File: src/rtl/arb_cfg_pkg.sv
//////////////////////////////////////////////////
// TX arbiter configuration
// Channel count, request queue sizing and the
// bit position of each channel in a request vector
//////////////////////////////////////////////////

package arb_cfg_pkg;

  // Source channels RW, CC, CFG and RR
  localparam int NUM_CH = 4;

  // Worst case is three other channels requesting on
  // separate cycles while one channel is in service
  localparam int QUEUE_DEPTH = 4;
  localparam int QPTR_W      = 2;   // Wraps naturally at QUEUE_DEPTH

  // Request vector layout, lowest priority at bit 0
  localparam int BIT_RR  = 0;
  localparam int BIT_CFG = 1;
  localparam int BIT_CC  = 2;
  localparam int BIT_RW  = 3;       // Highest priority

endpackage : arb_cfg_pkg

File: src/rtl/arb_types_pkg.sv
//////////////////////////////////////////////////
// TX arbiter types
// Channel select encoding and request vector type
//////////////////////////////////////////////////

package arb_types_pkg;
  import arb_cfg_pkg::*;

  // Channel select code seen by the TX pipeline
  typedef enum logic [1:0] {
    CH_CFG = 2'd0,
    CH_CC  = 2'd1,
    CH_RW  = 2'd2,
    CH_RR  = 2'd3
  } channel_e;

  // One request bit per channel, indexed by BIT_ constants
  typedef logic [NUM_CH-1:0] req_vec_t;

  // One-hot of the selected channel in request vector order
  function automatic req_vec_t sel_to_vec(channel_e ch);
    req_vec_t v;
    v = '0;
    case (ch)
      CH_RW:   v[BIT_RW]  = 1'b1;
      CH_CC:   v[BIT_CC]  = 1'b1;
      CH_CFG:  v[BIT_CFG] = 1'b1;
      default: v[BIT_RR]  = 1'b1;
    endcase
    return v;
  endfunction

endpackage : arb_types_pkg

File: src/rtl/arb_sched_if.sv
//////////////////////////////////////////////////
// TX arbiter scheduling interface
// Links request detection, the status register
// and queue, and the completion tracker
//////////////////////////////////////////////////

`timescale 1ns/1ps

interface arb_sched_if
  import arb_types_pkg::*;
  ();

  req_vec_t pkt_req;      // New requests this cycle
  channel_e channel_sel;  // Channel currently granted
  logic     backlog;      // Other work still waiting
  logic     psr_idle;     // Status register empty
  logic     req_done;     // Selected packet finished last cycle

  // Request detector, needs grant and completion for back-to-back
  modport detect (
    output pkt_req,
    input  channel_sel,
    input  req_done,
    input  psr_idle
  );

  // Status register and request queue
  modport queue (
    input  pkt_req,
    input  req_done,
    output channel_sel,
    output backlog,
    output psr_idle
  );

  // Completion and throttle logic
  modport done (
    input  pkt_req,
    input  channel_sel,
    input  backlog,
    output req_done
  );

endinterface : arb_sched_if

File: src/rtl/arb_completion.sv
//////////////////////////////////////////////////
// TX arbiter completion tracker
// Flags the end of the granted packet and raises
// throttle when a channel wants back-to-back
// service while other work waits
//////////////////////////////////////////////////

`timescale 1ns/1ps

module arb_completion
  import arb_cfg_pkg::*, arb_types_pkg::*;
(
  input  logic        com_iclk,
  input  logic        com_sysrst,
  input  logic        rw_tvalid,
  input  logic        cc_tvalid,
  input  logic        cfg_tvalid,
  input  logic        rr_tvalid,
  input  logic        rw_tlast,
  input  logic        cc_tlast,
  input  logic        cfg_tlast,
  input  logic        rr_tlast,
  input  logic        tx_tready,
  arb_sched_if.done   sched,
  output logic        rr_thrtl,
  output logic        rw_thrtl,
  output logic        cc_thrtl
);

  req_vec_t sel_vec;
  req_vec_t last_beat;    // tvalid and tlast per channel
  logic     done_nxt;
  logic     thrtl_en;     // Completion with more work queued

  assign last_beat[BIT_RW]  = rw_tvalid  & rw_tlast;
  assign last_beat[BIT_CC]  = cc_tvalid  & cc_tlast;
  assign last_beat[BIT_CFG] = cfg_tvalid & cfg_tlast;
  assign last_beat[BIT_RR]  = rr_tvalid  & rr_tlast;

  assign sel_vec  = sel_to_vec(sched.channel_sel);
  assign done_nxt = tx_tready && ((sel_vec & last_beat) != '0);  // Last beat accepted

  always_ff @(posedge com_iclk) begin
    if (com_sysrst) begin
      sched.req_done <= 1'b0;
    end else begin
      sched.req_done <= done_nxt;
    end
  end

  assign thrtl_en = sched.req_done && sched.backlog;

  // Hold off a channel that just finished and requests again at once
  assign rw_thrtl = thrtl_en && (sched.channel_sel == CH_RW) && sched.pkt_req[BIT_RW];
  assign cc_thrtl = thrtl_en && (sched.channel_sel == CH_CC) && sched.pkt_req[BIT_CC];
  assign rr_thrtl = thrtl_en && (sched.channel_sel == CH_RR) && sched.pkt_req[BIT_RR];

endmodule : arb_completion

File: src/rtl/arb_psr_queue.sv
//////////////////////////////////////////////////
// TX arbiter status register and request queue
// Holds the pending request set, buffers later
// requests in a small queue and picks the channel
// by fixed priority RW, CC, CFG, RR
//////////////////////////////////////////////////

`timescale 1ns/1ps

module arb_psr_queue
  import arb_cfg_pkg::*, arb_types_pkg::*;
(
  input  logic         com_iclk,
  input  logic         com_sysrst,
  input  logic         lnk_up,
  arb_sched_if.queue   sched
);

  req_vec_t            psr;                    // Packet status register
  req_vec_t            psr_nxt;
  req_vec_t            clr_vec;                // Bit of the channel just served
  req_vec_t            fifo_q [QUEUE_DEPTH];   // Pending request vectors
  logic [QPTR_W-1:0]   rd_ptr;
  logic [QPTR_W-1:0]   wr_ptr;
  logic                fifo_empty;
  logic                psr_idle_w;
  logic                psr_single;             // Exactly one request left in PSR
  logic                pkt_any;
  logic                push_en;
  logic                pop_en;

  assign fifo_empty = (rd_ptr == wr_ptr);
  assign psr_idle_w = (psr == '0);
  assign psr_single = $onehot(psr);
  assign pkt_any    = (sched.pkt_req != '0);

  // Served bit to drop on a multi-request completion
  // CFG and RR both map to the RR bit in endpoint mode
  always_comb begin
    clr_vec = '0;
    case (sched.channel_sel)
      CH_RW:   clr_vec[BIT_RW] = 1'b1;
      CH_CC:   clr_vec[BIT_CC] = 1'b1;
      default: clr_vec[BIT_RR] = 1'b1;
    endcase
  end

  // Next PSR value and queue push/pop
  always_comb begin
    psr_nxt = psr;
    push_en = 1'b0;
    pop_en  = 1'b0;
    if (fifo_empty) begin
      if (psr_idle_w && pkt_any) begin
        psr_nxt = sched.pkt_req;                 // Idle, take request directly
      end else if (sched.req_done && psr_single) begin
        psr_nxt = sched.pkt_req;                 // Last pending one served
      end else if (sched.req_done) begin
        psr_nxt = lnk_up ? (psr & ~clr_vec) : '0; // Others pending, drop served bit
        push_en = pkt_any;
      end else if (!psr_idle_w && pkt_any) begin
        push_en = 1'b1;                          // Busy, park the new request
      end
    end else begin
      if (sched.req_done && psr_single) begin
        psr_nxt = fifo_q[rd_ptr];                // Oldest queued set
        pop_en  = 1'b1;
      end else if (sched.req_done) begin
        psr_nxt = psr & ~clr_vec;
      end
      push_en = pkt_any;                         // Queue in use, always append
    end
  end

  always_ff @(posedge com_iclk) begin
    if (com_sysrst) begin
      psr <= '0;
    end else begin
      psr <= psr_nxt;
    end
  end

  // Queue pointers, emptied on link down
  always_ff @(posedge com_iclk) begin
    if (com_sysrst) begin
      rd_ptr <= '0;
      wr_ptr <= '0;
    end else if (!lnk_up) begin
      rd_ptr <= '0;
      wr_ptr <= '0;
    end else begin
      if (pop_en) begin
        rd_ptr <= rd_ptr + QPTR_W'(1);
      end
      if (push_en) begin
        wr_ptr <= wr_ptr + QPTR_W'(1);
      end
    end
  end

  // Queue storage
  always_ff @(posedge com_iclk) begin
    if (push_en) begin
      fifo_q[wr_ptr] <= sched.pkt_req;
    end
  end

  // Fixed priority select, RW is the idle default
  always_comb begin
    if (psr[BIT_RW]) begin
      sched.channel_sel = CH_RW;
    end else if (psr[BIT_CC]) begin
      sched.channel_sel = CH_CC;
    end else if (psr[BIT_CFG]) begin
      sched.channel_sel = CH_CFG;
    end else if (psr[BIT_RR]) begin
      sched.channel_sel = CH_RR;
    end else begin
      sched.channel_sel = CH_RW;
    end
  end

  assign sched.backlog  = !fifo_empty || (!psr_idle_w && !psr_single);
  assign sched.psr_idle = psr_idle_w;

endmodule : arb_psr_queue

File: src/rtl/arb_req_detect.sv
//////////////////////////////////////////////////
// TX arbiter request detector
// Turns tvalid edges and back-to-back tvalid into
// request pulses, masks CC inside a packet and
// re-raises CFG when the link comes back up
//////////////////////////////////////////////////

`timescale 1ns/1ps

module arb_req_detect
  import arb_cfg_pkg::*, arb_types_pkg::*;
(
  input  logic          com_iclk,
  input  logic          com_sysrst,
  input  logic          rw_tvalid,
  input  logic          cc_tvalid,
  input  logic          cfg_tvalid,
  input  logic          rr_tvalid,
  input  logic          cc_tlast,
  input  logic          lnk_up,
  arb_sched_if.detect   sched
);

  req_vec_t tvalid_vec;   // Current tvalids in request order
  req_vec_t tvalid_q;     // Previous cycle tvalids
  req_vec_t sel_vec;      // Granted channel as one-hot
  req_vec_t edge_req;
  req_vec_t b2b_req;
  req_vec_t raw_req;
  logic     lnk_up_q;
  logic     cc_in_pkt;    // CC packet started, tlast not yet seen
  logic     cfg_relink;

  assign tvalid_vec[BIT_RW]  = rw_tvalid;
  assign tvalid_vec[BIT_CC]  = cc_tvalid;
  assign tvalid_vec[BIT_CFG] = cfg_tvalid;
  assign tvalid_vec[BIT_RR]  = rr_tvalid;

  // Edge detect history
  always_ff @(posedge com_iclk) begin
    if (com_sysrst) begin
      tvalid_q <= '0;
      lnk_up_q <= 1'b0;
    end else begin
      tvalid_q <= tvalid_vec;
      lnk_up_q <= lnk_up;
    end
  end

  // CC in-packet tracking
  // A tvalid bubble mid-packet must not look like a new request
  always_ff @(posedge com_iclk) begin
    if (com_sysrst) begin
      cc_in_pkt <= 1'b0;
    end else if (!lnk_up) begin
      cc_in_pkt <= 1'b0;            // Packet abandoned on link down
    end else if (cc_tvalid && !cc_tlast) begin
      cc_in_pkt <= 1'b1;
    end else if (cc_tlast) begin
      cc_in_pkt <= 1'b0;
    end
  end

  assign sel_vec  = sel_to_vec(sched.channel_sel);
  assign edge_req = tvalid_vec & ~tvalid_q;                          // Rising tvalid
  assign b2b_req  = {NUM_CH{sched.req_done}} & sel_vec & tvalid_vec; // Still valid after done
  assign raw_req  = edge_req | b2b_req;

  // CFG request lost to a link drop is raised again on relink
  assign cfg_relink = lnk_up && !lnk_up_q && cfg_tvalid && sched.psr_idle;

  always_comb begin
    sched.pkt_req          = raw_req;
    sched.pkt_req[BIT_CC]  = raw_req[BIT_CC] & ~cc_in_pkt;
    sched.pkt_req[BIT_CFG] = raw_req[BIT_CFG] | cfg_relink;
  end

endmodule : arb_req_detect

File: src/rtl/tx_arbiter_top.sv
//////////////////////////////////////////////////
// TX channel arbiter top
// Endpoint arbiter over the RW, CC, CFG and RR
// source channels
//////////////////////////////////////////////////

`timescale 1ns/1ps

module tx_arbiter_top
  import arb_types_pkg::*;
(
  input  logic     com_iclk,
  input  logic     com_sysrst,
  input  logic     rw_tvalid,
  input  logic     cc_tvalid,
  input  logic     cfg_tvalid,
  input  logic     rr_tvalid,
  input  logic     rw_tlast,
  input  logic     cc_tlast,
  input  logic     cfg_tlast,
  input  logic     rr_tlast,
  input  logic     tx_tready,   // From the TX pipeline
  input  logic     lnk_up,
  output channel_e channel_sel,
  output logic     rr_thrtl,
  output logic     rw_thrtl,
  output logic     cc_thrtl
);

  arb_sched_if sched ();

  arb_req_detect arb_req_detect_i (
    .com_iclk   (com_iclk),
    .com_sysrst (com_sysrst),
    .rw_tvalid  (rw_tvalid),
    .cc_tvalid  (cc_tvalid),
    .cfg_tvalid (cfg_tvalid),
    .rr_tvalid  (rr_tvalid),
    .cc_tlast   (cc_tlast),
    .lnk_up     (lnk_up),
    .sched      (sched.detect)
  );

  arb_psr_queue arb_psr_queue_i (
    .com_iclk   (com_iclk),
    .com_sysrst (com_sysrst),
    .lnk_up     (lnk_up),
    .sched      (sched.queue)
  );

  arb_completion arb_completion_i (
    .com_iclk   (com_iclk),
    .com_sysrst (com_sysrst),
    .rw_tvalid  (rw_tvalid),
    .cc_tvalid  (cc_tvalid),
    .cfg_tvalid (cfg_tvalid),
    .rr_tvalid  (rr_tvalid),
    .rw_tlast   (rw_tlast),
    .cc_tlast   (cc_tlast),
    .cfg_tlast  (cfg_tlast),
    .rr_tlast   (rr_tlast),
    .tx_tready  (tx_tready),
    .sched      (sched.done),
    .rr_thrtl   (rr_thrtl),
    .rw_thrtl   (rw_thrtl),
    .cc_thrtl   (cc_thrtl)
  );

  assign channel_sel = sched.channel_sel;  // Grant out to the TX mux

endmodule : tx_arbiter_top

File: config.mk
export PLATFORM = sky130hd
export DESIGN_NAME = tx_arbiter_top
export DESIGN_NICKNAME = d
export VERILOG_FILES = /design/src/rtl/arb_cfg_pkg.sv /design/src/rtl/arb_types_pkg.sv /design/src/rtl/arb_sched_if.sv /design/src/rtl/arb_completion.sv /design/src/rtl/arb_psr_queue.sv /design/src/rtl/arb_req_detect.sv /design/src/rtl/tx_arbiter_top.sv
export SDC_FILE = /design/constraint.sdc
export NUM_CORES = 1
export LEC_CHECK = 0
export BUFFER_PORTS_ARGS = -buffer_cell sky130_fd_sc_hd__buf_2
export CAP_MARGIN = 25
export CORE_ASPECT_RATIO = 1.2
export CORE_UTILIZATION = 55
export CTS_BUF_LIST = sky130_fd_sc_hd__clkbuf_2 sky130_fd_sc_hd__clkbuf_4 sky130_fd_sc_hd__clkbuf_8
export CTS_CLUSTER_SIZE = 14
export DETAILED_ROUTE_END_ITERATION = 8
export PLACE_DENSITY = 0.74
export SLEW_MARGIN = 10
export SYNTH_ARGS = -nofsm -noshare
export SYNTH_HDL_FRONTEND = slang
export SYNTH_SLANG_ARGS = --single-unit
File: constraint.sdc
create_clock -name com_iclk -period 3.4 [get_ports com_iclk]
set_input_delay 0.68 -clock com_iclk [delete_from_list [all_inputs] [get_ports com_iclk]]
set_output_delay 0.68 -clock com_iclk [all_outputs]
set_load 0.005 [all_outputs]
==> tab_implementation.tex <==
\begin{tabular}{lr}
\hline
Metric & Value \\
\hline
\multicolumn{2}{l}{\textbf{Final layout}} \\
FF+latch area & 825 µm² \\
Fraction of layout cells with a size suffix above 1 & 22.9\% \\
Area Growth Syn to Fin & 12.0\% \\
Total number of nets in the final design & 205 \\
Final Instance Area & 1990 µm² \\
Total area of multi-input combinational cells & 890 µm² \\
Layout filler cell count & 246 \\
Highest-count cells in the layout ignoring fill and taps & sky130\_fd\_sc\_hd\_\_edfxtp\_1 (16), sky130\_fd\_sc\_hd\_\_buf\_2 (16), sky130\_fd\_sc\_hd\_\_nor2\_1 (14), sky130\_fd\_sc\_hd\_\_ha\_1 (14), sky130\_fd\_sc\_hd\_\_dfxtp\_1 (14) \\
N\_diodes & 0 \\
\multicolumn{2}{l}{\textbf{Timing}} \\
Sum of negative setup slack & 0 ns \\
Layout Skew & 0.0183 ns \\
Final setup viols & 0 \\
Minimum clock period & 3.27 ns \\
Worst slew margin relative to its limit & 54.9\% \\
Final count of pins violating max slew & 0 \\
Portion of the clock cycle consumed by the worst path in the final layout & 96.3\% \\
Achievable clock frequency & 0.305 GHz \\
Unrepaired setup endpoints after global routing & no \\
Slew @ Worst Pin & 0.676 ns \\
Final Hold Fails & 0 \\
\multicolumn{2}{l}{\textbf{Synthesis}} \\
EDFF count, synth & 16 \\
Total standard cell area after synthesis & 1780 µm² \\
Net count after synthesis & 184 \\
Async set or reset register ratio after synthesis & 0\% \\
Area share of fa/ha/maj cells after synthesis & 11.0\% \\
Portion of netlist area occupied by mux cells & 5.63\% \\
Portion of synthesized cell area occupied by the leading cell type & 27.0\% \\
Post-synthesis cell count & 157 \\
Share of synthesized area occupied by flip-flops and latches & 46.2\% \\
Simple-gate area share of the yosys netlist & 16.5\% \\
Leading register cell type out of synthesis & sky130\_fd\_sc\_hd\_\_dfxtp\_1 \\
Ranking of synthesized cells by area & sky130\_fd\_sc\_hd\_\_edfxtp\_1 (27\%), sky130\_fd\_sc\_hd\_\_dfxtp\_1 (19\%), sky130\_fd\_sc\_hd\_\_ha\_1 (9.9\%) \\
Synthesis Warnings & 0 \\
Parity-gate share of the synthesized area counting xor and xnor cells & 3.45\% \\
Dominant combinational cell family by area after synthesis & simple AND/OR/NAND/NOR gates \\
Synth area leader & sky130\_fd\_sc\_hd\_\_edfxtp\_1 \\
Post-synthesis compound-gate area fraction & 13.4\% \\
Total of flip-flops plus latches after synthesis & 33 \\
Synthesized area per cell & 11.3 µm² \\
Number of unique standard cell types used by synthesis & 43 \\
\multicolumn{2}{l}{\textbf{Floorplan}} \\
Initial cell density of the core & 57.7\% \\
Total die area & 3460 µm² \\
Core area & 3080 µm² \\
Row cnt & 22 \\
Height of the die & 64.3 µm \\
I/O pins & 17 \\
Width of the die & 53.9 µm \\
\multicolumn{2}{l}{\textbf{Worst setup path}} \\
Start-to-end type of the worst setup path & reg2out \\
Number of buffers and inverters on the critical path & 2 \\
CP most frequent cell & sky130\_fd\_sc\_hd\_\_ha\_1 \\
Worst endpoint required time & 2.72 ns \\
Top delay family on crit path & adder cells \\
Slowest library cell on the worst path & sky130\_fd\_sc\_hd\_\_fa\_1 \\
Arr. time, crit path & 2.59 ns \\
R2R Path End & arb\_psr\_queue\_i.fifo\_q[2][1]\$\_DFFE\_PP\_ \\
Launch point of the critical path & arb\_psr\_queue\_i.psr[0]\$\_SDFFE\_PP0P\_ \\
Cell chain of the critical path & inv\_1 -> ha\_1 -> ha\_1 -> fa\_1 -> nor2\_1 -> a21oi\_1 -> o21ai\_0 -> nor3\_1 -> buf\_2 \\
Delay of the slowest cell on the worst path & 0.49 ns \\
Cell depth of the worst setup path & 9 \\
FF-to-FF setup slack & 0.31 ns \\
Sort of element at the start of the critical path & register \\
Max FO, Critical Path & 4 \\
Element type at the critical path end & primary output \\
Timing endpoint of the critical path & cc\_thrtl \\
Cell depth of the worst flop-to-flop path & 8 \\
Startpoint of the worst register-to-register path & arb\_psr\_queue\_i.psr[0]\$\_SDFFE\_PP0P\_ \\
\multicolumn{2}{l}{\textbf{Placed design}} \\
Half-perimeter wire length after detailed placement & 2.83 mm \\
Post-detailed-placement cell area & 1880 µm² \\
Number of I/O port buffers & 16 \\
Final weighted congestion of routability-driven global placement & 0.986 \\
\multicolumn{2}{l}{\textbf{Power and ir drop}} \\
Switching Fraction & 36.9\% \\
Power density over cell area & 824 nW/µm² \\
Worst ir drop on vdd & 526 µV \\
Static Leak & 0.803 nW \\
Proportion of power drawn by combinational gates & 43.4\% \\
Net switching power figure & 605 µW \\
Part of the total power dissipated in sequential elements & 34.0\% \\
Pint & 1.04 mW \\
Part of the power in the clock network & 22.6\% \\
\multicolumn{2}{l}{\textbf{Global route}} \\
Overall global routing resource usage & 25.3\% \\
Global-route wire length before repair & 6.04 mm \\
Antenna violations before repair & 0 \\
Aggregate global routing overflow & 0 \\
Largest net degree at the start of global routing & 14 \\
Vias in the first global route & 1285 \\
\multicolumn{2}{l}{\textbf{CTS}} \\
Cell at the root of the clock tree & sky130\_fd\_sc\_hd\_\_clkbuf\_4 \\
Clock sink count & 33 \\
CTS tree & built \\
Bufs on Longest Clock Path & 2 \\
CTS buffer count & 5 \\
Latest clock arrival within the worst-skew pair & 0.34 ns \\
Register clock-pin slew on the reported worst setup and hold paths & 0.12 ns \\
H-Tree Depth & 2 \\
\multicolumn{2}{l}{\textbf{Route}} \\
Final ANT Viol Nets & 0 \\
Post-DR vias/cell & 6.05 \\
Total iterations of the first detailed-routing run & 4 \\
Iter 0 DRT Violations & 67 \\
Total via count after detailed routing & 1300 \\
Sum of routed wire length over all layers & 3.74 mm \\
Detailed-route wire length per cell & 17.4 µm \\
Drt drc & 0 \\
\multicolumn{2}{l}{\textbf{Flow run}} \\
Number of max-capacitance violations reported & 0 \\
\multicolumn{2}{l}{\textbf{Status}} \\
Outcome & complete, no violations \\
\multicolumn{2}{l}{\textbf{Min path}} \\
Type of the most critical hold path & reg2reg \\
\hline
\end{tabular}
## per-stage QoR
stage | setup slack [ns] | total power, mW | cells | utilization (%) | hold WS [ns]
detailed placement | 0.385 | 1.25 | 207 | 61.0 | 0.496
global route | 0.00735 | 1.76 | 215 | 64.6 | 0.501
CTS | 0.0552 | 1.64 | 215 | 64.4 | 0.501
finish | 0.125 | 1.64 | 215 | 64.6 | 0.511
global placement | 0.508 | 1.23 | 207 | 61.0 | 0.493
floorplan | 0.732 | 1.06 | 157 | - | 0.468
## flip-flops by register name (all words and copies together), names as in the netlist, named ones only
name	count
arb_completion_i.sched.req_done	1
arb_psr_queue_i.fifo_q	16
arb_psr_queue_i.psr	4
arb_psr_queue_i.rd_ptr	2
arb_psr_queue_i.wr_ptr	2
arb_req_detect_i.cc_in_pkt	1
arb_req_detect_i.lnk_up_q	1
arb_req_detect_i.tvalid_q	4
## worst min-delay path by stage
| stage | start | to | slack (ns) | depth (start not counted) |
|---|---|---|---|---|
| after floorplan | arb_psr_queue_i.psr[1]$_SDFFE_PP0P_ | arb_psr_queue_i.psr[1]$_SDFFE_PP0P_ | 0.47 | 2 |
| after global placement | arb_psr_queue_i.psr[1]$_SDFFE_PP0P_ | arb_psr_queue_i.psr[1]$_SDFFE_PP0P_ | 0.49 | 2 |
| after CTS | cc_tlast | arb_req_detect_i.cc_in_pkt$_SDFFE_PP0P_ | 0.50 | 2 |
| final | arb_req_detect_i.cc_in_pkt$_SDFFE_PP0P_ | arb_req_detect_i.cc_in_pkt$_SDFFE_PP0P_ | 0.51 | 2 |
| after global routing | cc_tlast | arb_req_detect_i.cc_in_pkt$_SDFFE_PP0P_ | 0.50 | 2 |
| after detailed placement | arb_req_detect_i.cc_in_pkt$_SDFFE_PP0P_ | arb_req_detect_i.cc_in_pkt$_SDFFE_PP0P_ | 0.50 | 2 |
## logic make-up after synthesis
group                    after synthesis
XOR/XNOR                               7
multiplexers                           5
adder cells (fa/ha/maj)               15
AO/OA/AOI/OAI                         32
AND/OR/NAND/NOR                       51
flip-flops                            33
buffers and inverters                 14
## metal layers
layer	vias to the layer above	GRT usage, %	wire [µm]
met1	619	31.1	1420
li1	608	-	-
met2	58	39.2	1900
met5	-	0	0
met3	15	7.14	275
met4	0	13.2	139
## power by group through the flow
| stage | clock network (mW) | registers (mW) | logic [mW] |
|---|---|---|---|
| 6_report | 0.370 | 0.558 | 0.712 |
| 5_1_grt | 0.391 | 0.568 | 0.796 |
| 4_1_cts | 0.382 | 0.555 | 0.700 |
| 3_5_place_dp | 0 | 0.565 | 0.687 |
| 3_3_place_gp | 0 | 0.559 | 0.676 |
| 2_1_floorplan | 0 | 0.541 | 0.519 |
## synth_stat cells, types with 2 or more instances
library cell	instances
sky130_fd_sc_hd__inv_1	12
sky130_fd_sc_hd__dfxtp_1	17
sky130_fd_sc_hd__edfxtp_1	16
sky130_fd_sc_hd__a21oi_1	6
sky130_fd_sc_hd__nor3_1	3
sky130_fd_sc_hd__xor2_1	3
sky130_fd_sc_hd__a31oi_1	3
sky130_fd_sc_hd__xnor2_1	4
sky130_fd_sc_hd__mux4_2	4
sky130_fd_sc_hd__nand3_1	3
sky130_fd_sc_hd__nand2_1	9
sky130_fd_sc_hd__a222oi_1	2
sky130_fd_sc_hd__buf_6	2
sky130_fd_sc_hd__nor2_1	14
sky130_fd_sc_hd__o21ai_0	7
sky130_fd_sc_hd__nor2b_1	4
sky130_fd_sc_hd__and2_1	7
sky130_fd_sc_hd__ha_1	14
sky130_fd_sc_hd__a21bo_2	3
## area by class of cell
| class | count | share of cell area (%) |
|---|---|---|
| multi-input cells | 110 | 44.7 |
| flip-flops and latches | 33 | 41.4 |
| repair buffers | 16 | 4.02 |
| clock inverters | 3 | 3.46 |
| inverters | 12 | 2.26 |
| well taps | 36 | 2.26 |
| clock buffers | 5 | 1.89 |
## repair_timing
action                                  in CTS  in global routing
resized for setup                            0                  3
endpoints found under the setup margin       0                  3
buffers inserted                             0                  0
hold buffers                                 0                  0
## worst reg2reg max path, cell delays in order (launching register included)
cell and delay (ns):
sky130_fd_sc_hd__dfxtp_2 0.38, sky130_fd_sc_hd__inv_1 0.07, sky130_fd_sc_hd__ha_1 0.29, sky130_fd_sc_hd__ha_1 0.22, sky130_fd_sc_hd__fa_1 0.49, sky130_fd_sc_hd__nand4bb_1 0.36
sky130_fd_sc_hd__a211oi_1 0.51, sky130_fd_sc_hd__a21oi_1 0.22, sky130_fd_sc_hd__and2_1 0.30
(Power assumes the default switching activity.)
